==> src/verilog/fe_pkg.sv <==
`default_nettype none

package fe_pkg;

  // fetch address and instruction widths
  localparam int addr_width_lp  = 32;
  localparam int instr_width_lp = 32;

  // instruction memory, indexed by pc[9:2]
  localparam int imem_words_lp      = 256;
  localparam int imem_addr_width_lp = 8;

  // branch history table, indexed by pc[7:2]
  localparam int bht_entries_lp   = 64;
  localparam int bht_idx_width_lp = 6;

  // jalr target table, index pc[4:2] and tag pc[12:5]
  localparam int btb_entries_lp   = 8;
  localparam int btb_idx_width_lp = 3;
  localparam int btb_tag_width_lp = 8;

  localparam logic [addr_width_lp-1:0] first_pc_lp = '0;

  // kind of message sent to the backend
  typedef enum logic
  {
    e_fe_fetch     = 1'b0,
    e_fe_exception = 1'b1
  } fe_msg_e;

  // control-flow class found by the scanner
  typedef enum logic [1:0]
  {
    e_class_other  = 2'd0,
    e_class_jal    = 2'd1,
    e_class_branch = 2'd2,
    e_class_jalr   = 2'd3
  } instr_class_e;

endpackage

`default_nettype wire

==> src/verilog/fe_instr_scan.sv <==
`timescale 1ns/1ns
`default_nettype none

module fe_instr_scan
  (input  logic [fe_pkg::instr_width_lp-1:0] instr_i
   , output fe_pkg::instr_class_e            class_o
   , output logic [fe_pkg::addr_width_lp-1:0] imm_o
   );

  import fe_pkg::*;

  // rv32i major opcodes of the control-flow instructions
  typedef enum logic [6:0]
  {
    op_branch = 7'b1100011,
    op_jalr   = 7'b1100111,
    op_jal    = 7'b1101111
  } opcode_e;

  always_comb
    begin
      class_o = e_class_other;
      imm_o   = '0;
      case (instr_i[6:0])
        op_jal:
          begin
            class_o = e_class_jal;
            // j-type immediate, bit 0 always zero
            imm_o = {{11{instr_i[31]}}, instr_i[31], instr_i[19:12], instr_i[20],
                     instr_i[30:21], 1'b0};
          end
        op_branch:
          begin
            class_o = e_class_branch;
            imm_o = {{19{instr_i[31]}}, instr_i[31], instr_i[7], instr_i[30:25],
                     instr_i[11:8], 1'b0};
          end
        // jalr target comes from the btb, no immediate needed
        op_jalr: class_o = e_class_jalr;
        default: ;
      endcase
    end

endmodule

`default_nettype wire

==> config.mk <==
export PLATFORM = sky130hd
export DESIGN_NAME = fe_instr_scan
export DESIGN_NICKNAME = d
export VERILOG_FILES = /design/src/verilog/fe_pkg.sv /design/src/verilog/fe_instr_scan.sv
export SDC_FILE = /design/constraint.sdc
export NUM_CORES = 1
export LEC_CHECK = 0
export ABC_AREA = 1
export ABC_CLOCK_PERIOD_IN_PS = 3500
export BUFFER_PORTS_ARGS = -buffer_cell sky130_fd_sc_hd__buf_2
export CAP_MARGIN = 0
export CORE_MARGIN = 1.5
export CORE_UTILIZATION = 37
export DETAILED_ROUTE_END_ITERATION = 16
export PLACE_DENSITY_LB_ADDON = 0.25
export SLEW_MARGIN = 5
export SYNTH_ARGS = -nofsm -noshare
export SYNTH_HDL_FRONTEND = slang
export SYNTH_SLANG_ARGS = --single-unit
==> constraint.sdc <==
create_clock -name vclk -period 3.5
set_clock_uncertainty 0.15 [all_clocks]
set_input_delay 0.35 -clock vclk [all_inputs]
set_output_delay 0.35 -clock vclk [all_outputs]
set_load 0.05 [all_outputs]
# After elaboration in Yosys (flattened, before gate mapping)
# Cells that the tools add are included.
# Widths: inputs -> output; s select.
# op_classes
eq_ne	3
muxes	2
# op_table
cell	count
$pmux 32 s2	1
$eq 7x7->1 const B	3
$pmux 2 s3	1
# totals
word_cells	5
ff_bits	0

# Logic depth before layout (Yosys ltp)
# depth
word_depth	2
ltp_mapped	6

# Worst setup path before layout
# Ideal clock, no wire load.
# synth_timing
kind	input to output
start	in instr_i[2] (netlist bit)
end	out imm_o[21] (netlist bit)
required_ns	3.000
path_slack_ns	1.380
stages	6
path_buffers	1
arrival_time_ns	1.620
cell_sequence	inv_1 nand2_1 nor2_4 nand3_2 nand2_1 buf_4
# synth_via
elab_chain_cells	2
elab_cells_between_ends	3
cone_classes	eq/ne: 2; mux: 1
# synth_rtl
item	line_no	rtl
start: declaration	fe_instr_scan.sv:5	(input logic [fe_pkg::instr_width_lp-1:0] instr_i
$eq 7x7->1	fe_instr_scan.sv:24	case (instr_i[6:0])
$pmux 32 s2 *	fe_instr_scan.sv:24	
end: declaration	fe_instr_scan.sv:7	, output logic [fe_pkg::addr_width_lp-1:0] imm_o
# Mark *: on every way between the ends. The rest lies on a longest branch, timed or not.

# Worst setup path in the final report
# layout_timing
start	in instr_i[2] (netlist bit)
end	out imm_o[24] (netlist bit)
# Same word-level chain as after synthesis.

==> flow_summary_export.csv <==
group,metric,value,unit
run_status,status,"complete, no violations",
layout,nFlopsAndLatches,0,
setup_path,worstSetupEndpointType,"primary output",
logic_synthesis,postSynthAreaPerCell,6.271,sq um
route,dr_wl_met3,114,microns
logic_synthesis,ys_top_cells_by_area,"nand3_1, buf_4, nand3_2",
grt,grt_max_degree,36,
logic_synthesis,synth_fp_nets,118,
route,viasPerCell,4.581,
layout,area_growth,35.27,%
min_path,hold_path.class,"input pin to primary output",
power_and_ir_drop,ir_drop,26.24,uV
route,drc_errors,0,
layout,fin_nets,167,
route,drt-total-wl,1349,microns
grt,overflow,0,
grt,grt_pass1_wl,1628,microns
placed_design,place_congestion,0.7045,
timing,rsz0062_at_grt,"false",
min_path,min_to,"imm_o[4]",
route,wl_met1,558,microns
power_and_ir_drop,power_density,69.56,mW/mm^2
layout,seqCellArea,0,sq um
timing,fmax,444.3,MHz
grt,antenna_found_initial,0,
route,first_pass_iters,4,
placed_design,dp.cells,148,
layout,antennaDiodeCount,0,
layout,nFillCells,141,
floorplanning,die_y,41.18,microns
route,wl_met2,676,microns
floorplanning,start_util,40.43,%
timing,holdWs,945.8,ps
grt,grt_pass1_vias,399,
setup_path,cp-start-kind,"input pin",
timing,postLayoutSetupSlackWorst,1249,ps
logic_synthesis,synth_top_cell_area_share,20.42,%
floorplanning,dieWidth,41.18,microns
logic_synthesis,ys_warn_count,0,
route,antenna_left,0,
logic_synthesis,yosysSeqAreaShare,0,%
min_path,min_from,"instr_i[11]",
logic_synthesis,synth_top_cell_by_area,"nand3_1",
layout,nClkBuffers,0,
route,highest_layer,"met3",
timing,hold_violations,0,
timing,slew_viol_final,0,
setup_path,arrival,1750,ps
cts,cts-hold-fix-buffers,0,
logic_synthesis,synthCells,86,
placed_design,dpl.hpwl,1052,microns
route,num_vias,678,
route,drt-initial-drc-count,14,
cts,cts_setup_buffers,0,
job,drv_cap,0,
layout,fin_cells,148,
grt,grt_use_total,13.16,%
floorplanning,rows,13,
setup_path,path_max_fanout,13,
floorplanning,coreArea,0.001334,sq mm
placed_design,dp_slack,1226,ps
timing,fin_setup_tns,0,ps
setup_path,cp.required,3000,ps
timing,fin_crit_sh,64.31,%
setup_path,critical_path_class,"input pin to primary output",
layout,post-route-util,54.69,%
timing,period_needed,2251,ps
logic_synthesis,netlist_area,539.3,sq um
floorplanning,dieArea,0.001695,sq mm
min_path,holdPathStages,4,
placed_design,io_buffers,65,
floorplanning,pin_count,66,
logic_synthesis,synth_cell_types,12,
route,wl_per_cell,9.115,microns
layout,drive_gt1_share,60.90,%
power_and_ir_drop,p_leak,0.0005302,uW
timing,finalSetupViolations,0,
cts,cts_resized,0,
==> power by group <==
group / internal [uW] / total [uW] / switching [uW] / leakage [uW]
registers: 0 / 0 / 0 / 0
logic: 17.7 / 50.7 / 33.0 / 0.000530
clock network: 0 / 0 / 0 / 0
total: 17.7 / 50.7 / 33.0 / 0.000530
==> synth_stat cells <==
| library cell | count |
|---|---|
| buf_6 | 3 |
| nor2_8 | 1 |
| buf_8 | 1 |
| conb_1 | 1 |
| nand2_1 | 26 |
| nand3_1 | 22 |
| nand2_2 | 3 |
| nor2_4 | 2 |
| buf_4 | 14 |
| nand3_2 | 10 |
| inv_1 | 2 |
| nor3_1 | 1 |
==> per-stage QoR <==
stage	power, uW	cell area (sq um)
final	50.74	729.5
after detailed placement	50.81	729.5
after CTS	50.92	729.5
after floorplan	32.30	539.3
after global routing	55.11	729.5
after global placement	50.07	729.5
==> cells in the final DEF (no fill, tap or decap) <==
| cell | count |
|---|---|
| nand3_2 | 10 |
| nand2_1 | 26 |
| inv_1 | 2 |
| nor2_8 | 1 |
| buf_2 | 65 |
| nand3_1 | 22 |
| nor3_1 | 1 |
| conb_1 | 1 |
| nor2_4 | 2 |
| nand2_2 | 3 |
==> metal layers <==
| layer | track usage (%) | up-vias |
|---|---|---|
| met2 | 21.88 | 33 |
| met1 | 19.94 | 280 |
| met3 | 0 | 0 |
| met4 | 0 | 0 |
| li1 | - | 365 |
| met5 | 0 | - |
==> how the worst max path moves through the flow <==
stage          startpoint   endpoint  cells past startpoint
2_1_floorplan  instr_i[2]  imm_o[21]                      6
3_3_place_gp   instr_i[2]  imm_o[21]                      7
3_5_place_dp   instr_i[2]  imm_o[24]                      7
4_1_cts        instr_i[2]  imm_o[24]                      7
5_1_grt        instr_i[2]  imm_o[24]                      7
6_report       instr_i[2]  imm_o[24]                      7
==> critical path: stages <==
cell	delay [ps]
buf_2	110
inv_1	70
nand2_1	80
nor2_4	330
nand3_2	240
nand2_1	270
buf_2	310
==> area by class of cell <==
type	instances	area, sq um	share of cell area (%)
inverter	2	7.507	1.029
multi-input combinational	66	377.9	51.80
tap	15	18.77	2.573
timing repair buffer	65	325.3	44.60
==> logic make-up (layout without fill, tap and decap cells) <==
group | after synthesis | after routing | share of synthesized area [%]
buf+inv | 20 | 67 | 29.93
other cells | 1 | 1 | 0.6954
simple gates | 65 | 65 | 69.37
Power figures use the tool's default switching activity.
