File: src/verilog/fe_pkg.sv
`default_nettype none

package fe_pkg;

  // fetch address and instruction widths
  localparam int addr_width_lp  = 32;
  localparam int instr_width_lp = 32;

  // instruction memory, indexed by pc[9:2]
  localparam int imem_words_lp      = 256;
  localparam int imem_addr_width_lp = 8;

  // branch history table, indexed by pc[7:2]
  localparam int bht_entries_lp   = 64;
  localparam int bht_idx_width_lp = 6;

  // jalr target table, index pc[4:2] and tag pc[12:5]
  localparam int btb_entries_lp   = 8;
  localparam int btb_idx_width_lp = 3;
  localparam int btb_tag_width_lp = 8;

  localparam logic [addr_width_lp-1:0] first_pc_lp = '0;

  // kind of message sent to the backend
  typedef enum logic
  {
    e_fe_fetch     = 1'b0,
    e_fe_exception = 1'b1
  } fe_msg_e;

  // control-flow class found by the scanner
  typedef enum logic [1:0]
  {
    e_class_other  = 2'd0,
    e_class_jal    = 2'd1,
    e_class_branch = 2'd2,
    e_class_jalr   = 2'd3
  } instr_class_e;

endpackage

`default_nettype wire

File: src/verilog/fe_pc_gen.sv
`timescale 1ns/1ns
`default_nettype none

module fe_pc_gen
  (input  logic                                    clk_i
   , input  logic                                  reset_i
   , input  logic                                  redirect_v_i
   , input  logic [fe_pkg::addr_width_lp-1:0]      redirect_pc_i
   , output logic                                  imem_re_o
   , output logic [fe_pkg::imem_addr_width_lp-1:0] imem_raddr_o
   , input  logic [fe_pkg::instr_width_lp-1:0]     imem_rdata_i
   , input  fe_pkg::instr_class_e                  class_i
   , input  logic [fe_pkg::addr_width_lp-1:0]      imm_i
   , output logic [fe_pkg::instr_width_lp-1:0]     instr_o
   , input  logic                                  bht_taken_i
   , input  logic                                  btb_hit_i
   , input  logic [fe_pkg::addr_width_lp-1:0]      btb_target_i
   , output logic [fe_pkg::addr_width_lp-1:0]      fetch_stage_pc_o
   , input  logic                                  fetch_ready_i
   , output logic                                  fetch_v_o
   , output fe_pkg::fe_msg_e                       fetch_msg_o
   , output logic [fe_pkg::addr_width_lp-1:0]      fetch_pc_o
   , output logic                                  fetch_pred_taken_o
   );

  import fe_pkg::*;

  logic [addr_width_lp-1:0] pc_r;
  logic [addr_width_lp-1:0] fetch_pc_r;
  logic                     fetch_v_r;
  logic                     exc_pending_r;
  logic                     halt_r;

  // prediction frozen while the output is stalled
  logic                     held_v_r;
  logic                     held_taken_r;
  logic [addr_width_lp-1:0] held_target_r;

  logic                     live_taken;
  logic [addr_width_lp-1:0] live_target;
  logic                     pred_taken;
  logic [addr_width_lp-1:0] pred_target;
  logic                     stall;
  logic                     misaligned;

  assign misaligned = redirect_v_i && (redirect_pc_i[1:0] != 2'b00);

  always_comb
    begin
      live_taken  = 1'b0;
      live_target = fetch_pc_r + imm_i;
      case (class_i)
        e_class_jal:    live_taken = fetch_v_r;
        e_class_branch: live_taken = fetch_v_r && bht_taken_i;
        e_class_jalr:
          begin
            live_taken  = fetch_v_r && btb_hit_i;
            live_target = btb_target_i;
          end
        default: ;
      endcase
    end

  // a training strobe during a stall must not change the held message
  assign pred_taken  = held_v_r ? held_taken_r  : live_taken;
  assign pred_target = held_v_r ? held_target_r : live_target;

  assign fetch_v_o          = fetch_v_r || exc_pending_r;
  assign fetch_msg_o        = exc_pending_r ? e_fe_exception : e_fe_fetch;
  assign fetch_pc_o         = fetch_pc_r;
  assign fetch_pred_taken_o = pred_taken;
  assign instr_o            = exc_pending_r ? '0 : imem_rdata_i;
  assign fetch_stage_pc_o   = fetch_pc_r;

  assign stall        = fetch_v_o && !fetch_ready_i;
  assign imem_re_o    = !halt_r && !stall;
  assign imem_raddr_o = pc_r[imem_addr_width_lp+1:2];

  always_ff @(posedge clk_i)
    begin
      if (reset_i)
        begin
          pc_r          <= first_pc_lp;
          fetch_v_r     <= 1'b0;
          exc_pending_r <= 1'b0;
          halt_r        <= 1'b0;
        end
      else if (redirect_v_i)
        begin
          // squash both stages, a misaligned pc stops fetch
          pc_r          <= redirect_pc_i;
          fetch_v_r     <= 1'b0;
          exc_pending_r <= misaligned;
          halt_r        <= misaligned;
        end
      else if (!stall)
        begin
          exc_pending_r <= 1'b0;
          fetch_v_r     <= !halt_r && !pred_taken;
          if (!halt_r)
            pc_r <= pred_taken ? pred_target : pc_r + 32'd4;
        end
    end

  // the exception message reuses the fetch-stage pc
  always_ff @(posedge clk_i)
    begin
      if (redirect_v_i)
        fetch_pc_r <= redirect_pc_i;
      else if (imem_re_o)
        fetch_pc_r <= pc_r;
    end

  always_ff @(posedge clk_i)
    begin
      if (reset_i || redirect_v_i)
        held_v_r <= 1'b0;
      else
        held_v_r <= stall;
    end

  always_ff @(posedge clk_i)
    begin
      if (stall)
        begin
          held_taken_r  <= pred_taken;
          held_target_r <= pred_target;
        end
    end

endmodule

`default_nettype wire

File: config.mk
export PLATFORM = sky130hd
export DESIGN_NAME = fe_pc_gen
export DESIGN_NICKNAME = d
export VERILOG_FILES = /design/src/verilog/fe_pkg.sv /design/src/verilog/fe_pc_gen.sv
export SDC_FILE = /design/constraint.sdc
export NUM_CORES = 1
export LEC_CHECK = 0
export BUFFER_PORTS_ARGS = -buffer_cell sky130_fd_sc_hd__buf_2
export CORE_MARGIN = 2
export CORE_UTILIZATION = 57
export CTS_CLUSTER_DIAMETER = 100
export DETAILED_ROUTE_END_ITERATION = 12
export PLACE_DENSITY = 0.95
export SLEW_MARGIN = 20
export SYNTH_ARGS = -nofsm -noshare
export SYNTH_HDL_FRONTEND = slang
export SYNTH_SLANG_ARGS = --single-unit
File: constraint.sdc
create_clock -name clk_i -period 7.83 [get_ports clk_i]
set_input_delay 0.783 -clock clk_i [delete_from_list [all_inputs] [get_ports clk_i]]
set_output_delay 0.783 -clock clk_i [all_outputs]
set_load 0.03 [all_outputs]
# Word level (Yosys, flattened, before mapping)
# Index checks and enable logic that the tools add are counted.
[op_classes] n_eq_ne=5 n_reduce_logical=16 addsub=2 n_mux=14
[op_table] cell="$mux W32" n=9
[op_table] cell="$add A32 B3 Y32 const B" n=1
[op_table] cell="$add A32 B32 Y32" n=1
[op_table] cell="$logic_and A1 B1 Y1" n=6
[op_table] cell="$eq A2 B2 Y1 const B" n=2
[op_table] cell="$logic_not A1 Y1" n=4
[op_table] cell="$mux W1" n=4
[op_table] cell="$ne A2 B2 Y1 const B" n=2
[op_table] cell="$reduce_bool A2 Y1" n=2
[op_table] cell="$pmux W1 S3" n=1
[op_table] cell="$eq A2 B1 Y1 const B" n=1
[op_table] cell="$logic_or A1 B1 Y1" n=2
[op_table] cell="$reduce_and A2 Y1" n=1
[op_table] cell="$reduce_or A2 Y1" n=1
[totals] regBits=101 output_inout_bits=108 wordCells=45

# Depth between registers and ports, before layout
[logic_depth] depth_word=7 mapped_depth=12 ltp_nobuf=12

# Worst setup path after synthesis
# Ideal clock, no wire load.
[synth_path] kind="input -> register" start="input port fetch_ready_i" end="register fetch_pc_r[0], in the netlist fetch_pc_o[0] (enable)" arrival_time_ps=3428 slack_ps=4001 required_time_ps=7429 n_path_buf=1 path_stages=6 setup_ps=401 path_cell_list="nor2_1 > or2_2 > inv_1 > nor2_1 > clkbuf_1 > inv_1"
[synth_between] elab_chain_cells=5
[synth_rtl] item="start, declared" line="fe_pc_gen.sv:19" rtl=", input logic fetch_ready_i"
[synth_rtl] item="$logic_not A1 Y1" line="fe_pc_gen.sv:75" rtl="assign stall = fetch_v_o && !fetch_ready_i;"
[synth_rtl] item="$logic_and A1 B1 Y1" line="fe_pc_gen.sv:75"
[synth_rtl] item="$logic_not A1 Y1"
[synth_rtl] item="$logic_and A1 B1 Y1" line="fe_pc_gen.sv:76" rtl="assign imem_re_o = !halt_r && !stall;"
[synth_rtl] item="$reduce_bool A2 Y1 (no source line)"
[synth_rtl] item="end signal, assigned" line="fe_pc_gen.sv:109" rtl="fetch_pc_r <= redirect_pc_i;"
[synth_rtl] item="end signal, assigned" line="fe_pc_gen.sv:111" rtl="fetch_pc_r <= pc_r;"
[synth_rtl] item="end, declared" line="fe_pc_gen.sv:29" rtl="logic [addr_width_lp-1:0] fetch_pc_r;"
# No other way between the ends.
# A chain may end at the register's enable or synchronous reset.

# Worst setup path after layout
[layout_path] start="register held_v_r" end="output port fetch_pred_taken_o"
[layout_between] elab_chain_cells=1
[layout_rtl] item="start, declared" line="fe_pc_gen.sv:35" rtl="logic held_v_r;"
[layout_rtl] item="start signal, assigned" line="fe_pc_gen.sv:119" rtl="held_v_r <= stall;"
[layout_rtl] item="$mux W1" line="fe_pc_gen.sv:65" rtl="assign pred_taken = held_v_r ? held_taken_r : live_taken;"
[layout_rtl] item="end, declared" line="fe_pc_gen.sv:23" rtl=", output logic fetch_pred_taken_o"
# No other way between the ends.

==> results.ini <==
[status]
status = complete, no violations

[grt]
track_usage = 0.336
grt_pass1_vias = 7531
grt_pass1_wl_um = 38600
antenna_found_initial = 0
grt-ovfl-total = 0
grt_max_degree = 83

[power_and_ir_drop]
p_per_area_nw_per_um2 = 201
power.internal_uw = 1110
total_power_uw = 1830
p_comb_frac = 0.389
switching_share = 0.394
leakage_uw = 0.00394
netSwitchingPower_uw = 723
ir_drop_uv = 101
power.share.sequential = 0.371
clkPwrFrac = 0.240

[timing]
min_period_over_period = 0.517
max_freq_mhz = 247
finClkSkew_ps = 8.13
whs_ps = 471
maxSlewHeadroom = 0.364
period_minus_slack_ps = 4040
fin_ws_ps = 3790
drv_slew = 0
hold_violations = 0
worst_slew_pin_slew_ps = 946
setup_tns_ps = 0
rsz0062_at_grt = false
setup_violations = 0

[route]
wl_per_cell_um = 19.9
num_vias = 8233
routed_wl_um = 25400
drc = 0
final_antenna_net_count = 0
drtPass1Iterations = 6
vias_per_cell = 6.44
first_iter_violations = 1688

[floorplan]
fp.coreArea_um2 = 13300
dieArea_um2 = 14700
core.rowCount = 42
die_h_um = 121
ios = 244
initial_utilization = 0.588
die_w_um = 121

[cts]
clk_path_buf_depth = 2
clock_latency_ps = 350
cts.sinks = 101
clk_pin_slew_ps = 70
cts_hold_buffers = 0
post_cts_buffers = 0
h-tree-depth = 3
clockRootBuffer = clkbuf_16
cts_tree = built
cts_buffers = 9
post_cts_resized = 0

[synth]
ys_seq_area_frac = 0.341
syn_inst = 931
yosysUniqueCellTypes = 78
synth_warnings = 0
synthesis.nets = 1100
avgSynthCellArea_um2 = 8.43
syn_area_um2 = 7850
synth_top_area_frac = 0.249
synth_seq_cells = 101
yosys_most_used_dff = edfxtp_1
synth_edf_count = 65
synth_top_cell_by_area = edfxtp_1
async_flop_share = 0
synth.area.top_cells = edfxtp_1 25%, dfxtp_1 9.2%, a21oi_1 6.0%

[layout]
fin_area_um2 = 9110
antenna_cells = 0
layout.nets = 1266
final_common_cell = buf_2
drive_gt1_frac = 0.285
final_cell_mix = 243 x buf_2, 93 x a21oi_1, 89 x nand2_1
syn_to_final_growth_pct = 16.1

[worst_setup_path]
cp-end-kind = output pin
crit_fanout = 72
path_class = register to output pin
cp.required_ps = 7050
start_kind = register
critical_path_arrival_ps = 3260

[place]
place.gp.congestion = 0.951
place_ws_ps = 3660
io_buffers = 243
postPlaceCellArea_um2 = 8820
dpl.hpwl_um = 18300

[job]
drv_cap = 0

[min_path]
hp-class = register to register

worst paths after layout:
path	slack, ps	cells past startpoint	startpoint	end
worst max-delay path	3790	6	held_v_r	fetch_pred_taken_o
worst min-delay path	470	2	halt_r	halt_r
worst max register to register	3840	10	held_v_r	pc_r[10]
worst min register to register	470	2	halt_r	halt_r
cells in the mapped netlist, types with 4 or more instances:
master and count:
buf_4 41, dfxtp_1 36, clkbuf_1 45, edfxtp_1 65, nor3_1 21, o21ai_0 61, nor2b_1 41, a21oi_1 94
inv_1 40, nand3_1 26, mux2_2 24, xor2_1 10, o31ai_1 7, mux2i_1 7, o22ai_1 7, a31oi_1 12
and2_1 4, a22oi_1 4, o21a_1 5, a21o_1 24, nand2_1 89, a221o_1 5, buf_1 8, nor2_1 63
o211ai_1 6, o21bai_1 6, a21boi_0 4, and3_1 11, nor4_1 7, or3_1 4, a211oi_1 13, or4_1 5
nand3b_1 5, a211o_1 4, ha_1 32, nand2b_1 7, xnor2_1 21, nand4_1 12
power by group through the flow:
stage | combinational, µW | clock, µW | sequential, µW
6_report | 713 | 440 | 681
2_1_floorplan | 482 | 0 | 714
5_1_grt | 760 | 458 | 686
3_3_place_gp | 668 | 0 | 687
4_1_cts | 695 | 437 | 679
3_5_place_dp | 685 | 0 | 690
sequential cells by signal, summed over array words and instances, names as in the netlist:
signal and flops:
fetch_pc_o 32, exc_pending_r 1, held_target_r 32, fetch_v_r 1, halt_r 1, held_v_r 1
pc_r 32, held_taken_r 1
cells by family after synthesis:
logic type,Yosys count,synth area share
simple gates,313,0.203
xor+xnor,31,0.0346
mux,33,0.0472
buf+inv,136,0.0856
flops,101,0.341
fa+ha+maj,33,0.0536
compound gates,284,0.235
cell type report:
class | instances | area (µm²)
clock buffers | 10 | 229
clock inverters | 6 | 55.1
fillers | 1031 | 4240
inverters | 41 | 154
multi-input cells | 694 | 4510
flip-flops and latches | 101 | 2680
well taps | 176 | 220
repair buffers | 250 | 1270
per-stage QoR:
step	util	std cells
after floorplan	-	931
after global placement	0.661	1262
after detailed placement	0.661	1262
after CTS	0.682	1278
after global routing	0.683	1278
final	0.683	1278
worst max-delay path, stage by stage, from the launching register on:
cell,delay (ps)
dfxtp_2,310
buf_4,590
a211oi_1,250
a21oi_2,170
buf_4,330
clkinv_1,770
buf_2,450
routing by layer:
metal,global-route usage,part of all wire,up-vias
li1,-,-,3688
met1,0.445,0.37,3675
met2,0.550,0.46,755
met3,0.0587,0.13,115
met4,0.125,0.039,0
met5,0,0,-
Note: power is estimated with default switching activity, not from simulation.
