<file path="src/verilog/fe_pkg.sv">
`default_nettype none

package fe_pkg;

  // fetch address and instruction widths
  localparam int addr_width_lp  = 32;
  localparam int instr_width_lp = 32;

  // instruction memory, indexed by pc[9:2]
  localparam int imem_words_lp      = 256;
  localparam int imem_addr_width_lp = 8;

  // branch history table, indexed by pc[7:2]
  localparam int bht_entries_lp   = 64;
  localparam int bht_idx_width_lp = 6;

  // jalr target table, index pc[4:2] and tag pc[12:5]
  localparam int btb_entries_lp   = 8;
  localparam int btb_idx_width_lp = 3;
  localparam int btb_tag_width_lp = 8;

  localparam logic [addr_width_lp-1:0] first_pc_lp = '0;

  // kind of message sent to the backend
  typedef enum logic
  {
    e_fe_fetch     = 1'b0,
    e_fe_exception = 1'b1
  } fe_msg_e;

  // control-flow class found by the scanner
  typedef enum logic [1:0]
  {
    e_class_other  = 2'd0,
    e_class_jal    = 2'd1,
    e_class_branch = 2'd2,
    e_class_jalr   = 2'd3
  } instr_class_e;

endpackage

`default_nettype wire

</file>
<file path="src/verilog/fe_bht.sv">
`timescale 1ns/1ns
`default_nettype none

module fe_bht
  (input  logic                             clk_i
   , input  logic                           reset_i
   , input  logic [fe_pkg::addr_width_lp-1:0] r_pc_i
   , output logic                           predict_taken_o
   , input  logic                           w_v_i
   , input  logic [fe_pkg::addr_width_lp-1:0] w_pc_i
   , input  logic                           w_taken_i
   );

  import fe_pkg::*;

  logic [1:0]                  cnt_r [bht_entries_lp];
  logic [bht_idx_width_lp-1:0] r_idx;
  logic [bht_idx_width_lp-1:0] w_idx;

  assign r_idx = r_pc_i[bht_idx_width_lp+1:2];
  assign w_idx = w_pc_i[bht_idx_width_lp+1:2];

  // msb of the counter is the prediction, a same-cycle write is not seen
  assign predict_taken_o = cnt_r[r_idx][1];

  always_ff @(posedge clk_i)
    begin
      if (reset_i)
        begin
          // weakly not taken
          for (int i = 0; i < bht_entries_lp; i++)
            cnt_r[i] <= 2'b01;
        end
      else if (w_v_i)
        begin
          if (w_taken_i && cnt_r[w_idx] != 2'b11)
            cnt_r[w_idx] <= cnt_r[w_idx] + 2'b01;
          else if (!w_taken_i && cnt_r[w_idx] != 2'b00)
            cnt_r[w_idx] <= cnt_r[w_idx] - 2'b01;
        end
    end

endmodule

`default_nettype wire

</file>
<file path="config.mk">
export PLATFORM = sky130hd
export DESIGN_NAME = fe_bht
export DESIGN_NICKNAME = d
export VERILOG_FILES = /design/src/verilog/fe_pkg.sv /design/src/verilog/fe_bht.sv
export SDC_FILE = /design/constraint.sdc
export NUM_CORES = 1
export LEC_CHECK = 0
export ABC_AREA = 0
export CAP_MARGIN = 20
export CORE_MARGIN = 3
export CORE_UTILIZATION = 62
export DETAILED_ROUTE_END_ITERATION = 6
export DONT_BUFFER_PORTS = 1
export GPL_ROUTABILITY_DRIVEN = 0
export PLACE_DENSITY = 0.86
export SETUP_SLACK_MARGIN = 0.05
export SLEW_MARGIN = 10
export SYNTH_ARGS = -nofsm -noshare
export SYNTH_HDL_FRONTEND = slang
export SYNTH_SLANG_ARGS = --single-unit
</file>
<file path="constraint.sdc">
create_clock -name clk_i -period 10.6 [get_ports clk_i]
set_input_delay 2.12 -clock clk_i [delete_from_list [all_inputs] [get_ports clk_i]]
set_output_delay 2.12 -clock clk_i [all_outputs]
set_load 0.01 [all_outputs]
</file>
# Word-level counts from Yosys, hierarchy flattened
# Memories as Yosys holds them, arrays and structs flattened.
# Index checks and enable logic that the tools add are counted.
[totals]
register_bits = 0
mem_bits_rw = 128
in_bits = 68
elab_cells = 25
n_memories = 1
[op_classes]
n_addsub = 2
eq_ne = 1
mux = 15
bitwise = 1
reduce_logical = 5
[mem_list]
columns = ["name", "depth", "width", "rd", "rd_clocked_by_memory_dff", "wr", "line", "rtl"]
rows = [
  ["cnt_r", 64, 2, 2, 0, 64, "fe_bht.sv:16", "logic [1:0] cnt_r [bht_entries_lp];"],
]
[ops]
columns = ["op", "n"]
rows = [
  ["1-bit 2-to-1 mux", 12],
  ["6-bit 2-to-1 mux", 1],
  ["2-bit 2-to-1 mux", 2],
  ["2-bit by 1-bit adder with 2-bit output (second input constant)", 1],
  ["1-bit logical AND", 2],
  ["2-bit != test (second input constant)", 1],
  ["2-bit nonzero test", 1],
  ["2-bit OR reduction", 1],
  ["2-bit by 1-bit subtractor with 2-bit output (second input constant)", 1],
  ["1-bit logical NOT", 1],
  ["1-bit bitwise OR", 1],
]

# Longest topological paths before layout
# Gate-level depths: netlist (run 1).
# An unclocked memory read counts as a cell.
[logic_depth]
ltp_word = 11
ltp_mapped = 12

# Worst setup path before layout (run 1)
# OpenSTA, ideal clock, no wires.
[synth_timing]
kind = "input -> output"
start = "input r_pc_i[2] (netlist name)"
end = "output predict_taken_o"
arrival_ps = 4560
required_ps = 8480
path_slack_ps = 3920
path_stages = 5
path_buffers = 2
path_cell_list = "clkbuf_1 -> buf_1 -> mux4_2 -> mux4_2 -> mux4_2"
[synth_between]
elab_chain_len = 1
[synth_lines]
columns = ["element", "line", "rtl"]
rows = [
  ["start: declaration", "fe_bht.sv:7", ", input logic [fe_pkg::addr_width_lp-1:0] r_pc_i"],
  ["memory read 64 x 2 bit", "--", ""],
  ["end: declaration", "fe_bht.sv:8", ", output logic predict_taken_o"],
]
# No other way between the ends.

# Final worst setup path (run 1)
# Ends and elaborated chain as after synthesis.

==> results of run 1 <==
[layout make-up]
| type | count | area (sq um) |
|---|---|---|
| Fill cell | 836 | 3780 |
| Clock buffer | 18 | 429 |
| Multi-Input combinational cell | 474 | 3640 |
| Inverter | 5 | 18.8 |
| Sequential cell | 128 | 3840 |
| Timing Repair Buffer | 11 | 103 |
| Clock inverter | 14 | 191 |
| Tap cell | 168 | 210 |
[power breakdown]
group          leakage (nW)  switching (mW)  internal [mW]
clock network         0.292           0.227          0.392
logic                  1.03           0.122         0.0574
registers              1.10         0.00885          0.572
[cell usage after synthesis (all sizes together) (2+ instances only)]
master | n | area share [%]
or3 | 2 | 0.16
a22o | 8 | 0.89
mux4 | 29 | 8.3
o22ai | 2 | 0.33
mux2i | 17 | 2.2
nor3b | 5 | 0.54
a22oi | 13 | 1.2
nand2b | 6 | 0.48
clkbuf | 40 | 1.9
and2 | 3 | 0.27
nor2b | 7 | 0.56
nand3 | 12 | 0.76
a31o | 10 | 1.1
o221ai | 2 | 0.22
a221oi | 4 | 0.44
a21oi | 17 | 1.2
inv | 5 | 0.24
edfxtp | 128 | 49
nand3b | 3 | 0.29
mux2 | 9 | 1.3
nor3 | 13 | 1.4
nor4 | 58 | 8.7
a221o | 4 | 0.51
nand2 | 78 | 3.7
nor2 | 124 | 5.9
or3b | 3 | 0.33
o21bai | 8 | 0.76
buf | 36 | 3.2
a41o | 6 | 0.76
a21o | 4 | 0.38
and3 | 5 | 0.46
a31oi | 3 | 0.24
o21ai | 3 | 0.19
a32oi | 5 | 0.56
and3b | 2 | 0.22
[placed cells by master, fill, tap and decap left out, drive strengths merged, types with 13 or more instances in the layout]
master and count:
nor2 124, clkbuf 18, mux4 29, nor4 58, nand2 78, nor3 13
a22oi 13, a21oi 17, mux2i 17, edfxtp 128
[stage by stage]
stage | worst slack, ps | cells | util, %
4_1_cts | 4800 | 818 | 69.1
2_1_floorplan | 3920 | 683 | -
3_5_place_dp | 4810 | 786 | 64.0
5_1_grt | 4760 | 818 | 69.1
3_3_place_gp | 4800 | 785 | 63.8
6_report | 4760 | 818 | 69.1
[kinds of logic after synthesis]
family	Yosys count	synth area share, %
AND/OR/NAND/NOR	324	24.3
flip-flops	128	48.8
AO/OA/AOI/OAI	94	9.64
buffers and inverters	81	5.33
multiplexers	55	11.8
XOR/XNOR	1	0.206
[worst min-delay path by stage]
stage                                          start                    endpoint  slack [ps]  depth (start not counted)
after floorplan            cnt_r[3][0]$_SDFFCE_PN1P_   cnt_r[0][0]$_SDFFCE_PN1P_         820                          4
after global placement    cnt_r[16][0]$_SDFFCE_PN1P_  cnt_r[18][0]$_SDFFCE_PN1P_         930                          4
after detailed placement  cnt_r[17][0]$_SDFFCE_PN1P_  cnt_r[18][0]$_SDFFCE_PN1P_         930                          4
after CTS                 cnt_r[17][0]$_SDFFCE_PN1P_  cnt_r[18][0]$_SDFFCE_PN1P_         940                          4
after global routing      cnt_r[17][0]$_SDFFCE_PN1P_  cnt_r[18][0]$_SDFFCE_PN1P_        1010                          4
final                     cnt_r[17][0]$_SDFFCE_PN1P_  cnt_r[18][0]$_SDFFCE_PN1P_         950                          4
[per-layer routing]
metal / up-vias / global-route usage, %
met4: 0 / 17.8
met3: 136 / 9.09
met1: 3012 / 44.2
li1: 2510 / -
met5: - / 0
met2: 604 / 50.4
[worst min-delay path, stage by stage, from the launching register on]
cell and delay (ps):
edfxtp_1 360, mux2i_1 130, a221o_1 150, a21oi_1 120, nand2_1 90
==> results.md, run 1 <==
* Total gr overflow at 0
* CP startpoint kind: input pin
* Worst slew pin tran at 1110 ps
* Max cap viols at 0
* Critical Path End Type: output port
* Top layer in use: met4
* Clock Tree Buf Depth at 2
* Overall Power at 1.38 mW
* Leak at 2.43 nW
* Syn Inst Count at 683
* CP arrival at 3720 ps
* Clock slew at reported path FFs at 60 ps
* Met2 Wirelength at 10.6 mm
* Rows at 40
* #FFs+latches synth at 128
* R2R cell count at 9
* Run status: complete, no violations
* I/O pin count at 69
* Crit path from: r_pc_i[2]
* Iter 0 DRT Violations at 1,426
* CTS tree: yes
* Fin crit share at 55.1%
* First-pass GRT wire length at 35.3 mm
* Design Area, Final at 0.00843 sq mm
* Fin. Hold Viols at 0
* Via count at 6,262
* Synth cell types at 58
* Vias in the first global route at 6,003
* Syn. warnings at 0
* Core Area at 0.0122 sq mm
* Worst path required time at 8480 ps
* Most used cell, CP: mux4_2
* Asr flop ratio synth at 0%
* CTS resizes at 0
* Final #Nets at 705
* Post-CTS Hold Buffers at 0
* Number of setup buffers added after CTS at 0
* Final wirelength at 23.0 mm
* Gr usage total at 33.4%
* Min cycle time layout at 5840 ps
* Slew Limit Headroom at 26.1%
* CP max FO at 16
* Primary FF master, synth: edfxtp_1
* CP peak stage delay at 560 ps
* DIE HEIGHT at 119 microns
* Drt first pass iters at 7
* Die width at 119 microns
* Routed Antenna Nets at 0
* Ant. Diodes at 0
* RSZ-0062 raised after global routing: no
* Worst-case register-to-register setup slack at 6770 ps
* DP Wirelength at 13.6 mm
* Max Clk Rate at 171 MHz
* M1 wire length at 7.94 mm
* Power Dens Cells at 164 mW/mm^2
* WL met3 at 3.10 mm
* Final Max Tran Viols at 0
* Drt via density at 7.66
* Post-Syn Nets at 751
* Number of synthesized flops with an enable pin at 128
* Biggest register: cnt_r
* Biggest regs: cnt_r: 128 flops
* WL/cell at 28.1 microns
* Count of final setup violators at 0
* Fin Setup TNS at 0 ps
* Slowest-stage cell, CP: mux4_2
* RR Startpoint: cnt_r[45][1]$_SDFFCE_PN0P_
* Max reg flops at 128
* Worst Hold Class: register to register
* RR Endpoint: cnt_r[32][0]$_SDFFCE_PN1P_
* Area Growth Syn to Fin at 7.02%
* CP Depth at 3
* Initial Utilization at 64.5%
* Hold slack at 949 ps
* Peak supply drop at 0.000107 V
* Initial antenna violation count at 0
* Port Buffers at 0
* Placement Cell Area at 0.00781 sq mm
* Sink Count at 128
* Clk Latency, worst-skew pair at 430 ps
* CTS H-tree lvls at 4
* Sequential area share after synthesis at 48.8%
* CTS Root Cell: clkbuf_16
* CP Class: input pin to output port
* CP delay by family, top: multiplexers
* Share of layout cells above drive strength 1 at 24.0%
* Avg Synthesized Cell Area at 11.5 sq um
* Worst Skew at 11.3 ps
* Largest net degree at the start of global routing at 74
* Worst path cell trace: mux4_2 > mux4_2 > mux4_2
* Die area at 0.0141 sq mm
* CTS Buf Count at 17
* WP buf/inv at 0
* Setup crit end: predict_taken_o
* Mapped Area at 0.00788 sq mm
* Drt drc at 0
(Power assumes the default switching activity.)
==> run 2: changes to the inputs <==
--- a/config.mk
+++ b/config.mk
@@ -5,7 +5,7 @@
 export SDC_FILE = /design/constraint.sdc
 export NUM_CORES = 1
 export LEC_CHECK = 0
-export ABC_AREA = 0
+export ABC_AREA = 1
 export CAP_MARGIN = 20
 export CORE_MARGIN = 3
 export CORE_UTILIZATION = 62
==> constraint.sdc (replaced) <==
create_clock -name clk_i -period 5.81 [get_ports clk_i]
set_input_delay 1.162 -clock clk_i [delete_from_list [all_inputs] [get_ports clk_i]]
set_output_delay 1.162 -clock clk_i [all_outputs]
set_load 0.01 [all_outputs]
==> run 2 against run 1 <==
Compared with the run above:
- combinational power increased by 56%
- via count increased by 9.2%
- final cell count increased by 39%
- cell area decreased by 4.2%
- register-to-register slack got worse by 3700 ps
- wire length decreased by 15%
- first-iteration DRC count decreased by 30%
- critical path depth increased by 6
- synthesized cell count increased by 50%
- synthesized area decreased by 3.6%
- power increased by 74%
- critical path type unchanged
- largest power group unchanged
- highest routed layer unchanged
==> results.md, run 2 <==
* Fin Setup TNS at 0 ps
* I/O pin count at 69
* DP Wirelength at 11.5 mm
* Drt first pass iters at 6
* Rows at 39
* Drt via density at 6.01
* Design Area, Final at 0.00808 sq mm
* CTS H-tree lvls at 4
* Fin. Hold Viols at 0
* Post-Syn Nets at 1,090
* Synth cell types at 28
* Slowest-stage cell, CP: buf_4
* Syn Inst Count at 1,022
* WP buf/inv at 2
* Top cells by count, synth: 446 x nand2_1, 173 x nor2_1, 128 x edfxtp_1, 74 x nand3_1, 43 x o21ai_0
* Power Dens Cells at 296 mW/mm^2
* Gr usage total at 29.7%
* Run status: complete, no violations
* Port Buffers at 0
* DIE HEIGHT at 117 microns
* CP peak stage delay at 370 ps
* CTS Root Cell: clkbuf_16
* Count leader, synth: nand2_1
* Yosys top cell by area: edfxtp_1
* Max cap viols at 0
* CTS Buf Count at 17
* Clock slew at reported path FFs at 60 ps
* RSZ-0062 raised after global routing: no
* WL/cell at 17.2 microns
* CP max FO at 37
* Worst Hold Class: input pin to register
* Core Area at 0.0117 sq mm
* Post-CTS Hold Buffers at 0
* Final #Nets at 1,049
* Largest cells by area after synthesis: edfxtp_1 51%, nand2_1 22%, nor2_1 8.5%
* Die area at 0.0136 sq mm
* Largest net degree at the start of global routing at 86
* Asr flop ratio synth at 0%
* Worst slew pin tran at 787 ps
* Most common cell after layout, fill and taps aside: nand2_1
* Filler cell count at 877
* Vias in the first global route at 6,229
* Most used cell, CP: nand2_1
* Die width at 117 microns
* Leak at 3.24 nW
* Peak supply drop at 0.000213 V
* Number of setup buffers added after CTS at 0
* Iter 0 DRT Violations at 1,005
* Synth top area share at 50.6%
* Biggest regs: cnt_r: 128 flops
* First-pass GRT wire length at 30.6 mm
* Critical Path End Type: output port
* Sink Count at 128
* Number of synthesized flops with an enable pin at 128
* Share of layout cells above drive strength 1 at 4.33%
* Final wirelength at 19.6 mm
* Area Growth Syn to Fin at 6.37%
* Via count at 6,837
* Worst path required time at 4650 ps
* Drt drc at 0
* Routed Antenna Nets at 0
* Clock Tree Buf Depth at 2
* Max reg flops at 128
* Commonest cells after routing, fill and taps aside: 444 x nand2_1, 173 x nor2_1, 128 x edfxtp_1
* CP arrival at 2870 ps
* CP startpoint kind: input pin
* Sequential area share after synthesis at 50.6%
* Final Max Tran Viols at 0
* Worst-case register-to-register setup slack at 3050 ps
* Max Clk Rate at 248 MHz
* Overall Power at 2.39 mW
* Total gr overflow at 0
* Initial Utilization at 64.9%
* Mapped Area at 0.00760 sq mm
* Min cycle time layout at 4030 ps
* Fin crit share at 69.3%
* Worst Skew at 7.23 ps
* Avg Synthesized Cell Area at 7.43 sq um
* Initial antenna violation count at 0
* Placement Cell Area at 0.00748 sq mm
* Slew Limit Headroom at 47.5%
* Primary FF master, synth: edfxtp_1
* Biggest register: cnt_r
* Count of final setup violators at 0
* CTS resizes at 0
* CTS tree: yes
* CP Class: input pin to output port
* #FFs+latches synth at 128
* CP delay by family, top: buffers and inverters
* Clk Latency, worst-skew pair at 420 ps
* Ant. Diodes at 0
* Syn. warnings at 0
* Worst path cell trace: clkinv_1 > buf_4 > o21ai_0 > a21oi_1 > o31ai_1 > nand2_1 > o211ai_1 > nand3_1 > nand2_1
-- run 2: worst min-delay path: cells and delay by family --
kind | cells | cell delay [ps]
buffers and inverters | 1 | 220
AND/OR/NAND/NOR | 3 | 210
-- run 2: cell type report --
class / instances / area, sq um / area share (%)
flip-flops and latches: 128 / 3840 / 47.6
repair buffers: 6 / 70.1 / 0.867
multi-input cells: 790 / 3250 / 40.2
clock buffers: 18 / 429 / 5.31
clock inverters: 14 / 168 / 2.07
well taps: 143 / 179 / 2.21
inverters: 38 / 143 / 1.76
-- run 2: kinds of logic (layout without fill, tap and decap cells) --
group / Yosys count / after routing / synth area share, %
AND/OR/NAND/NOR: 713 / 713 / 37.1
flip-flops: 128 / 128 / 50.6
buffers and inverters: 104 / 76 / 6.77
AO/OA/AOI/OAI: 77 / 77 / 5.57
-- run 2: worst paths after layout --
check	depth (start not counted)	end	start
setup reg to reg	13	cnt_r[18][1]$_SDFFCE_PN0P_	cnt_r[23][1]$_SDFFCE_PN0P_
setup / recovery	9	predict_taken_o	r_pc_i[2]
hold / removal	4	cnt_r[11][0]$_SDFFCE_PN1P_	w_pc_i[7]
hold reg to reg	10	cnt_r[11][0]$_SDFFCE_PN1P_	cnt_r[47][1]$_SDFFCE_PN0P_
-- run 2: stage by stage --
stage	worst slack (ps)	hold WS, ps	utilization (%)	cells
after global placement	1610	1360	63.9	1105
after global routing	1580	1320	69.0	1137
after CTS	1850	1280	69.0	1137
final	1780	1290	69.0	1137
after floorplan	2140	1010	-	1022
after detailed placement	1570	1390	63.9	1105
-- run 2: power by group --
group | total, mW | switching [mW] | leakage (nW) | internal [mW]
clock | 1.07 | 0.399 | 0.276 | 0.672
combinational | 0.281 | 0.215 | 1.85 | 0.0667
sequential | 1.04 | 0.00904 | 1.12 | 1.03
total | 2.39 | 0.623 | 3.24 | 1.77
-- run 2: routing by layer --
layer  GRT usage [%]  up-vias  wire, microns  share of wire, %
met1            38.7     3057           7260                37
li1                -     3242              -                 -
met4            12.9        0            755               3.9
met2            48.1      464           9120                47
met5               0        -              0                 0
met3            6.48       74           2470                13
