[config.mk]
export PLATFORM = sky130hd
export DESIGN_NAME = fe_btb
export DESIGN_NICKNAME = d
export VERILOG_FILES = /design/src/verilog/fe_pkg.sv /design/src/verilog/fe_btb.sv
export SDC_FILE = /design/constraint.sdc
export NUM_CORES = 1
export LEC_CHECK = 0
export CAP_MARGIN = 20
export CORE_MARGIN = 4
export CORE_UTILIZATION = 45
export CTS_CLUSTER_SIZE = 14
export DETAILED_ROUTE_END_ITERATION = 10
export DONT_BUFFER_PORTS = 1
export GPL_TIMING_DRIVEN = 0
export MAX_ROUTING_LAYER = met4
export SYNTH_ARGS = -nofsm -noshare
export SYNTH_HDL_FRONTEND = slang
export SYNTH_SLANG_ARGS = --single-unit
[constraint.sdc]
create_clock -name clk_i -period 5.4 [get_ports clk_i]
set_input_delay 0.54 -clock clk_i [delete_from_list [all_inputs] [get_ports clk_i]]
set_output_delay 0.54 -clock clk_i [all_outputs]
set_load 0.05 [all_outputs]
[src/verilog/fe_pkg.sv]
`default_nettype none

package fe_pkg;

  // fetch address and instruction widths
  localparam int addr_width_lp  = 32;
  localparam int instr_width_lp = 32;

  // instruction memory, indexed by pc[9:2]
  localparam int imem_words_lp      = 256;
  localparam int imem_addr_width_lp = 8;

  // branch history table, indexed by pc[7:2]
  localparam int bht_entries_lp   = 64;
  localparam int bht_idx_width_lp = 6;

  // jalr target table, index pc[4:2] and tag pc[12:5]
  localparam int btb_entries_lp   = 8;
  localparam int btb_idx_width_lp = 3;
  localparam int btb_tag_width_lp = 8;

  localparam logic [addr_width_lp-1:0] first_pc_lp = '0;

  // kind of message sent to the backend
  typedef enum logic
  {
    e_fe_fetch     = 1'b0,
    e_fe_exception = 1'b1
  } fe_msg_e;

  // control-flow class found by the scanner
  typedef enum logic [1:0]
  {
    e_class_other  = 2'd0,
    e_class_jal    = 2'd1,
    e_class_branch = 2'd2,
    e_class_jalr   = 2'd3
  } instr_class_e;

endpackage

`default_nettype wire

[src/verilog/fe_btb.sv]
`timescale 1ns/1ns
`default_nettype none

module fe_btb
  (input  logic                               clk_i
   , input  logic                             reset_i
   , input  logic [fe_pkg::addr_width_lp-1:0] r_pc_i
   , output logic                             hit_o
   , output logic [fe_pkg::addr_width_lp-1:0] target_o
   , input  logic                             w_v_i
   , input  logic [fe_pkg::addr_width_lp-1:0] w_pc_i
   , input  logic [fe_pkg::addr_width_lp-1:0] w_target_i
   );

  import fe_pkg::*;

  localparam int tag_lsb_lp = btb_idx_width_lp + 2;
  localparam int tag_msb_lp = btb_idx_width_lp + btb_tag_width_lp + 1;

  logic [btb_entries_lp-1:0]   valid_r;
  logic [btb_tag_width_lp-1:0] tag_r    [btb_entries_lp];
  logic [addr_width_lp-1:0]    target_r [btb_entries_lp];

  logic [btb_idx_width_lp-1:0] r_idx;
  logic [btb_idx_width_lp-1:0] w_idx;

  assign r_idx = r_pc_i[btb_idx_width_lp+1:2];
  assign w_idx = w_pc_i[btb_idx_width_lp+1:2];

  assign hit_o    = valid_r[r_idx] && (tag_r[r_idx] == r_pc_i[tag_msb_lp:tag_lsb_lp]);
  assign target_o = target_r[r_idx];

  always_ff @(posedge clk_i)
    begin
      if (reset_i)
        valid_r <= '0;
      else if (w_v_i)
        valid_r[w_idx] <= 1'b1;
    end

  // tag and target just follow the write strobe
  always_ff @(posedge clk_i)
    begin
      if (w_v_i)
        begin
          tag_r[w_idx]    <= w_pc_i[tag_msb_lp:tag_lsb_lp];
          target_r[w_idx] <= w_target_i;
        end
    end

endmodule

`default_nettype wire

======== Yosys cells after proc, flatten, opt, wreduce, memory -nomap -nowiden ========
Memory sizes are Yosys's and may differ from the RTL's.
Index checks and enable logic that the tools add are counted.
storage, ports and cells
  flip-flop bits (word level) ............. 8
  bits in writable memories ............... 320
  bits of input ports ..................... 99
  output and inout port bits .............. 33
  memories ................................ 2
memory list
  memory    words  width  rd ports  clocked after Yosys merged registers in  write ports  line          source
  target_r  8      32     1         0                                        1            fe_btb.sv:22  logic [addr_width_lp-1:0] target_r [btb_entries_lp];
  tag_r     8      8      1         0                                        1            fe_btb.sv:21  logic [btb_tag_width_lp-1:0] tag_r [btb_entries_lp];
operators by class
  order comparisons ....................... 3
  equality and inequality tests ........... 1
  multiplexer cells ....................... 6
  bitwise gates (word level) .............. 1
  reduce and logical (&&, ||, !) cells .... 2
operator list
  kind                                                                                 count
  8-bit == test                                                                        1
  3-bit by 4-bit less-than comparator with 1-bit output, second input constant         2
  8-bit bitwise OR                                                                     1
  1-bit 2-to-1 mux                                                                     4
  1-bit binary-select mux with 3-bit select                                            1
  1-bit demux with 3-bit select                                                        1
  3-bit by 1-bit greater-or-equal comparator with 1-bit output, second input constant  1
  1-bit logical AND                                                                    2

======== Depth between registers and ports, before layout ========
Gate-level depths: netlist of the first run.
  word-level depth ........................ 5
  gate-level depth with buffers ........... 7

======== Worst setup path after synthesis of the first run ========
OpenSTA, ideal clock, no wires.
  path type ............................... in2reg
  start ................................... input port w_pc_i[2] (netlist name)
  end ..................................... memory tag_r[0][0] (enable)
  library setup time ...................... 0.490 ns
  arrival ................................. 3.511 ns
  data required time ...................... 4.910 ns
  path slack .............................. 1.399 ns
  stages .................................. 2
  path buffers ............................ 0
  cell sequence ........................... nand2b_1 nor3_1
RTL lines
  what         line          source
  from (decl)  fe_btb.sv:11  , input logic [fe_pkg::addr_width_lp-1:0] w_pc_i
  to (decl)    fe_btb.sv:21
Straight into the memory's write port.

======== Worst setup path after layout of the first run ========
  start ................................... input port r_pc_i[4] (netlist name)
  end ..................................... output port hit_o
between the ends
  cells in the longest elaborated chain, start to end .. 3
RTL lines
  what                                                                           line          source
  from (decl)                                                                    fe_btb.sv:7   , input logic [fe_pkg::addr_width_lp-1:0] r_pc_i
  memory 8 x 8 bit or 1-bit binary-select mux with 3-bit select (tied branches)  -
  8-bit == test or 1-bit 2-to-1 mux (tied branches)                              fe_btb.sv:30  assign hit_o = valid_r[r_idx] && (tag_r[r_idx] == r_pc_i[tag_msb_lp:tag_lsb_lp]);
  1-bit logical AND *                                                            fe_btb.sv:30
  to (decl)                                                                      fe_btb.sv:8   , output logic hit_o
Every way passes the cells marked *; elsewhere a longest branch is shown, timed or not. The select of a mux whose other input is x is not followed.

==> metrics.cfg, run 1 <==
[run_status]
status = completed

[sta]
max_slew_margin = 0.445
tightest_slew_ns = 0.833
whs_ns = 0.0876
timing.final.crit_share = 0.614
setup-violations-final = 0
grt_setup_unrepaired = no
finalHoldViolCount = 0
fin_worst_skew_ns = 0
finalSetupTns_ns = 0
max_freq_mhz = 302
slew_violations = 0
fin_crit_ns = 3.31

[grt]
grt_pass1_wl_um = 36900
grtUsageTotal = 0.168
grt_max_degree = 25
grt-ovfl-total = 0
grt_pass1_vias = 5901
antenna_found_initial = 0

[pwr]
p_int_mw = 4.24
p_sw_frac = 0.206
power.clock.fraction = 0.392
cellLeakagePower_nw = 4.50
p_sw_mw = 1.10
pwr_density_cell_nw_per_um2 = 374
peakVddDrop_mv = 0.180
p_seq_frac = 0.543
p_comb_frac = 0.065

[floorplan]
fp.dieH_um = 174
coreArea_um2 = 27000
die-area_um2 = 30300
chipWidth_um = 174
io_pins = 132
rows = 60
initial_core_util = 0.460

[detailed_routing]
wl_per_cell_um = 25.9
drtIter0Drc = 382
first_pass_iters = 6
route.final.wire_length_um = 24100
drcViolationCount = 0
via_count = 5272
via_per_inst = 5.66
antenna_left = 0

[final_layout]
final_area_um2 = 14300
n_antenna_cell = 0
final_core_util = 0.528
area_growth_pct = 14.9
drive_above_1_share = 0.342
fin_nets = 668

[placement]
post-dp-hpwl_um = 15500
gp_congestion = 0.706
placed_area_um2 = 13300
io_buffers = 0

[clock_tree]
cts-hold-fix-buffers = 0
tritoncts = yes
post_cts_buffers = 0
cts_sinks = 328
numCtsBuffers = 31
cts_max_path_buffers = 3
ctsResizeCount = 0
cts_max_level = 1
clockRootBuffer = clkbuf_16
clkLatencyLatePin_ns = 0.54
cts.clk_slew.worst_paths_ns = 0.06

[critical_path]
reg2regPathDepth = 1
cp.required_ns = 4.86
startpoint = r_pc_i[4]
r2r-end = valid_r[7]
r2r_slack_ns = 4.79
crit_arrival_ns = 2.77
crit_path_end_kind = primary output
worstSetupEndpoint = hit_o
critPathLaunchType = input pin
critPathKind = in -> out
r2r_start = valid_r[7]
critical_path.max_fanout = 10

[synth]
synthTopCellsByArea = edfxtp_1 77%, mux4_2 15%, mux2_2 2.9%
synth_largest_area_cell = edfxtp_1
synthArstFlopShare = 0
syn_nets = 613
synthFlopType = edfxtp_1
netlist_instances = 514
synth_top_area_share = 0.774
syn_area_um2 = 12400
synth_edf_count = 320
synth_cell_types = 22
yosys_warnings = 0
synth_most_common_cell = edfxtp_1
synth_common_cells = 320 x edfxtp_1, 80 x mux4_2, 32 x mux2_2, 20 x nor2_1, 10 x buf_2
avgSynthCellArea_um2 = 24.2
ys_ff_latch = 328
ys_seq_area_frac = 0.787

[job]
timing.max_cap.violations = 0

[worst_hold_path]
hold_depth = 0
hold_class = in -> reg

per-layer routing:
metal / routed length (um) / vias to the layer above / track usage / share of wire
li1: - / 2289 / - / -
met1: 9480 / 2820 / 0.213 / 0.39
met2: 12600 / 139 / 0.276 / 0.52
met3: 1720 / 24 / 0.0483 / 0.071
met4: 327 / 0 / 0.0317 / 0.014
met5: 0 / - / - / 0
worst min path at each step:
stage | startpoint | endpoint | slack, ns
global placement | valid_r[4] | valid_r[4] | 0.44
floorplan | valid_r[1] | valid_r[1] | 0.43
detailed placement | valid_r[1] | valid_r[1] | 0.47
global route | w_target_i[16] | target_r[7][16] | 0.05
CTS | w_pc_i[7] | tag_r[2][2] | 0.06
finish | w_target_i[16] | target_r[7][16] | 0.09
sequential cells by signal (all words and copies together) (netlist names):
name,count
tag_r,64
target_r,256
valid_r,8
critical path, stage by stage:
cell and delay (ns):
buf_2 0.22, clkbuf_1 0.66, mux2i_1 0.36, xor2_1 0.20, nand4_1 0.19, nor4_2 0.32
buf_4 0.26
per-stage QoR:
stage | power [mW] | setup slack (ns) | instances
after detailed placement | 3.31 | 2.00 | 877
after global routing | 5.53 | 1.85 | 931
final | 5.34 | 2.09 | 931
after global placement | 3.29 | -1.58 | 855
after floorplan | 3.22 | 1.40 | 514
after CTS | 5.40 | 1.96 | 931
kinds of logic after synthesis:
group	synth area share
buf+inv	0.0105
mux	0.186
simple gates	0.0109
compound gates	0.000806
xor+xnor	0.00564
flops	0.787
power groups by stage:
stage / combinational, mW / sequential [mW] / clock, mW
final: 0.348 / 2.90 / 2.09
after global routing: 0.371 / 2.90 / 2.26
after CTS: 0.358 / 2.90 / 2.14
after detailed placement: 0.358 / 2.95 / 0
after global placement: 0.335 / 2.95 / 0
after floorplan: 0.275 / 2.95 / 0
cell usage in the layout (no fill, tap or decap), types with 2 or more instances in the layout:
cell type	Yosys	layout
edfxtp_1	320	320
mux2i_1	9	9
buf_6	1	11
clkinv_2	0	9
xor2_1	7	7
bufinv_16	0	4
nor3_2	0	2
dfxtp_1	8	8
clkbuf_1	9	11
nor2_4	0	6
clkinv_1	0	7
buf_4	1	2
buf_12	1	4
buf_1	2	2
mux2_2	32	32
nand2b_1	3	3
mux4_2	80	80
mux4_1	2	2
nand2_1	2	2
buf_16	0	7
clkbuf_16	0	31
buf_2	10	10
nor2_1	20	14
final cells by class:
class	instances	area, um^2
buffer	24	130
clock buffer	33	783
clock inverter	21	199
fill	2026	12800
multi-input combinational	162	2570
sequential	328	9770
tap	341	427
timing repair buffer	22	388
No activity file was read; power rests on OpenSTA's default activity.
==> run 2: changes to the inputs <==
Settings changed: ABC_AREA set to 1.
Clock period 5.4 ns to 3.4 ns, I/O delays scaled along.
==> metrics.cfg, run 2 <==
[run_status]
status = completed  ; unchanged

[synth]
syn_nets = 1172  ; was 613
ys_seq_area_frac = 0.746  ; was 0.787
synthArstFlopShare = 0  ; unchanged
ys_ff_latch = 328  ; unchanged
yosys_warnings = 0  ; unchanged
avgSynthCellArea_um2 = 12.2  ; was 24.2 um^2
synthFlopType = edfxtp_1  ; unchanged
synth_largest_area_cell = edfxtp_1  ; unchanged
synthTopCellsByArea = edfxtp_1 73%, nor2_1 8.0%, o21ai_0 4.4%  ; was edfxtp_1 77%, mux4_2 15%, mux2_2 2.9%
synth_cell_types = 21  ; was 22
synth_most_common_cell = edfxtp_1  ; unchanged
netlist_instances = 1073  ; was 514
syn_area_um2 = 13100  ; was 12400 um^2
synth_edf_count = 320  ; unchanged
synth_top_area_share = 0.733  ; was 0.774
synth_common_cells = 320 x edfxtp_1, 278 x nor2_1, 114 x o21ai_0, 103 x nand2_1, 55 x inv_1  ; was 320 x edfxtp_1, 80 x mux4_2, 32 x mux2_2, 20 x nor2_1, 10 x buf_2

[job]
timing.max_cap.violations = 0  ; unchanged

[floorplan]
io_pins = 132  ; unchanged
rows = 62  ; was 60
fp.dieH_um = 179  ; was 174 um
chipWidth_um = 179  ; was 174 um
initial_core_util = 0.456  ; was 0.460
coreArea_um2 = 28700  ; was 27000 um^2
die-area_um2 = 31900  ; was 30300 um^2

[grt]
grt_max_degree = 28  ; was 25
grtUsageTotal = 0.204  ; was 0.168
grt_pass1_wl_um = 47900  ; was 36900 um
grt-ovfl-total = 0  ; unchanged
antenna_found_initial = 2  ; was 0
grt_pass1_vias = 8189  ; was 5901

[worst_hold_path]
hold_depth = 2  ; was 0
hold_class = in -> reg  ; unchanged

[final_layout]
final_common_cell = edfxtp_1  ; unchanged
fin_nets = 1292  ; was 668
area_growth_pct = 18.8  ; was 14.9%
largest_reg_flops = 256  ; unchanged
multiInputGateArea_um2 = 2790  ; was 2570 um^2
top_register = target_r  ; unchanged
drive_above_1_share = 0.116  ; was 0.342
final_cell_mix = 320 x edfxtp_1, 270 x nor2_1, 114 x o21ai_0  ; was 320 x edfxtp_1, 80 x mux4_2, 32 x mux2_2
regArea_um2 = 9770  ; unchanged
nFillCells = 2408  ; was 2026
reg_top3 = target_r (256), tag_r (64), valid_r (8)  ; unchanged

[critical_path]
reg2regPathDepth = 2  ; was 1
worst-path-stages = 11  ; was 7
slowest_delay_ns = 0.69  ; was 0.66 ns
critPathLaunchType = register  ; was input pin
cp.required_ns = 3.06  ; was 4.86 ns
crit_arrival_ns = 2.23  ; was 2.77 ns
crit_path_end_kind = primary output  ; unchanged
critPathSlowestCell = nor2_1  ; was clkbuf_1
critPathKind = reg -> out  ; was in -> out
path_delay_family = simple AND/OR/NAND/NOR gates  ; was buffers and inverters
critical_path.max_fanout = 2  ; was 10
critical_path_buf_inv_count = 0  ; was 3
path_cells = nor2_1 -> nor2_1 -> nand2_1 -> nand2_1 -> nand2_1 -> nand2_1 -> nand2_1 -> nand2_1 -> nor2_1 -> nand2_1 -> nor2_1  ; was buf_2 -> clkbuf_1 -> mux2i_1 -> xor2_1 -> nand4_1 -> nor4_2 -> buf_4
worst_path_most_repeated_cell = nand2_1

[pwr]
p_sw_frac = 0.229  ; was 0.206
pwr_density_cell_nw_per_um2 = 575  ; was 374 nW/um^2
peakVddDrop_mv = 0.390  ; was 0.180 mV
p_comb_frac = 0.089  ; was 0.065
cellLeakagePower_nw = 5.51  ; was 4.50 nW
p_seq_frac = 0.514  ; was 0.543
power.clock.fraction = 0.397  ; was 0.392
p_int_mw = 6.90  ; was 4.24 mW
p_sw_mw = 2.05  ; was 1.10 mW

[sta]
finalSetupTns_ns = 0  ; unchanged
timing.final.crit_share = 0.756
grt_setup_unrepaired = no  ; unchanged
fin_crit_ns = 2.57
setup_ws_ns = 0.830  ; was 2.09 ns
whs_ns = 0.209  ; was 0.0876 ns
setup-violations-final = 0  ; unchanged
fin_worst_skew_ns = 0  ; unchanged
finalHoldViolCount = 0  ; unchanged
tightest_slew_ns = 0.923  ; was 0.833 ns
slew_violations = 0  ; unchanged
max_freq_mhz = 389
max_slew_margin = 0.383  ; was 0.445

[placement]
io_buffers = 0  ; unchanged
gp_congestion = 0.788  ; was 0.706
place_ws_ns = 0.852  ; was 2.00 ns
post-dp-hpwl_um = 19800  ; was 15500 um

[clock_tree]
cts_max_path_buffers = 3  ; unchanged
cts_max_level = 2  ; was 1
tritoncts = yes  ; unchanged
cts.clk_slew.worst_paths_ns = 0.06  ; about the same
numCtsBuffers = 37  ; was 31
clkLatencyLatePin_ns = 0.49  ; was 0.54 ns
ctsResizeCount = 0  ; unchanged
clockRootBuffer = clkbuf_16  ; unchanged
cts_sinks = 328  ; unchanged

[detailed_routing]
via_count = 8355  ; was 5272
first_pass_iters = 5  ; was 6
drtIter0Drc = 731  ; was 382
route.final.wire_length_um = 32000  ; was 24100 um
drcViolationCount = 0  ; unchanged
via_per_inst = 5.22  ; was 5.66
wl_per_cell_um = 20.0  ; was 25.9 um
antenna_left = 0  ; unchanged

## run 2: cell types whose count changed after synthesis, moves of 43 or more
cell and delta:
nor2_1 +258, o21ai_0 +114, nand2_1 +101, mux4_2 -80, inv_1 +55, nand3_1 +43
## run 2: worst paths after layout
check	start	endpoint	slack, ns
max	tag_r[2][4]	hit_o	0.83
min	reset_i	valid_r[1]	0.21
max reg2reg	valid_r[3]	valid_r[3]	2.80
min reg2reg	valid_r[7]	valid_r[7]	0.47
## run 2: cell families (layout without fill, tap and decap cells)
kind of cell           Yosys count  count (layout)  synth area share
AOI/OAI and AO/OA              196             196            0.0810
other                            0               2                 0
DFF                            328             328             0.746
and+or+nand+nor                428             428             0.128
buffers and inverters          121             264            0.0457
## run 2: area by class of cell
| cell class | count | share of cell area |
|---|---|---|
| Antenna cell | 2 | 0.000322 |
| Buffer | 63 | 0.0245 |
| Clock buffer | 46 | 0.0623 |
| Clock inverter | 16 | 0.00635 |
| Inverter | 58 | 0.0140 |
| Multi-Input combinational cell | 624 | 0.180 |
| Sequential cell | 328 | 0.628 |
| Tap cell | 384 | 0.0309 |
| Timing Repair Buffer | 81 | 0.0542 |
## run 2: worst register-to-register path: stages (launching register included)
cell,delay (ns)
dfxtp_1,0.31
nor2_1,0.12
nor2_1,0.05
## run 2: metrics by stage
step	power (mW)	util	cell area, um^2	cells
3_5_place_dp	5.40	0.491	14100	1498
5_1_grt	9.28	0.542	15600	1602
6_report	8.95	0.542	15600	1602
3_3_place_gp	5.32	0.473	13600	1457
4_1_cts	9.02	0.542	15600	1600
2_1_floorplan	5.16	-	13100	1073
## run 2: power groups by stage
stage	clock network (mW)	logic (mW)	registers (mW)
after global routing	3.81	0.859	4.61
final	3.55	0.793	4.60
after CTS	3.62	0.798	4.60
after floorplan	0	0.473	4.68
after detailed placement	0	0.713	4.69
after global placement	0	0.629	4.69
## run 2: layer usage
metal | wire, um | global-route usage
met2 | 14600 | 0.313
met1 | 14400 | 0.284
met3 | 2010 | 0.0350
met4 | 947 | 0.0601
met5 | 0 | -
## run 2: repair_timing
action / CTS / global route
endpoints found under the hold margin: 320 / 0
hold buffers: 40 / 0
setup buffers: 0 / 0
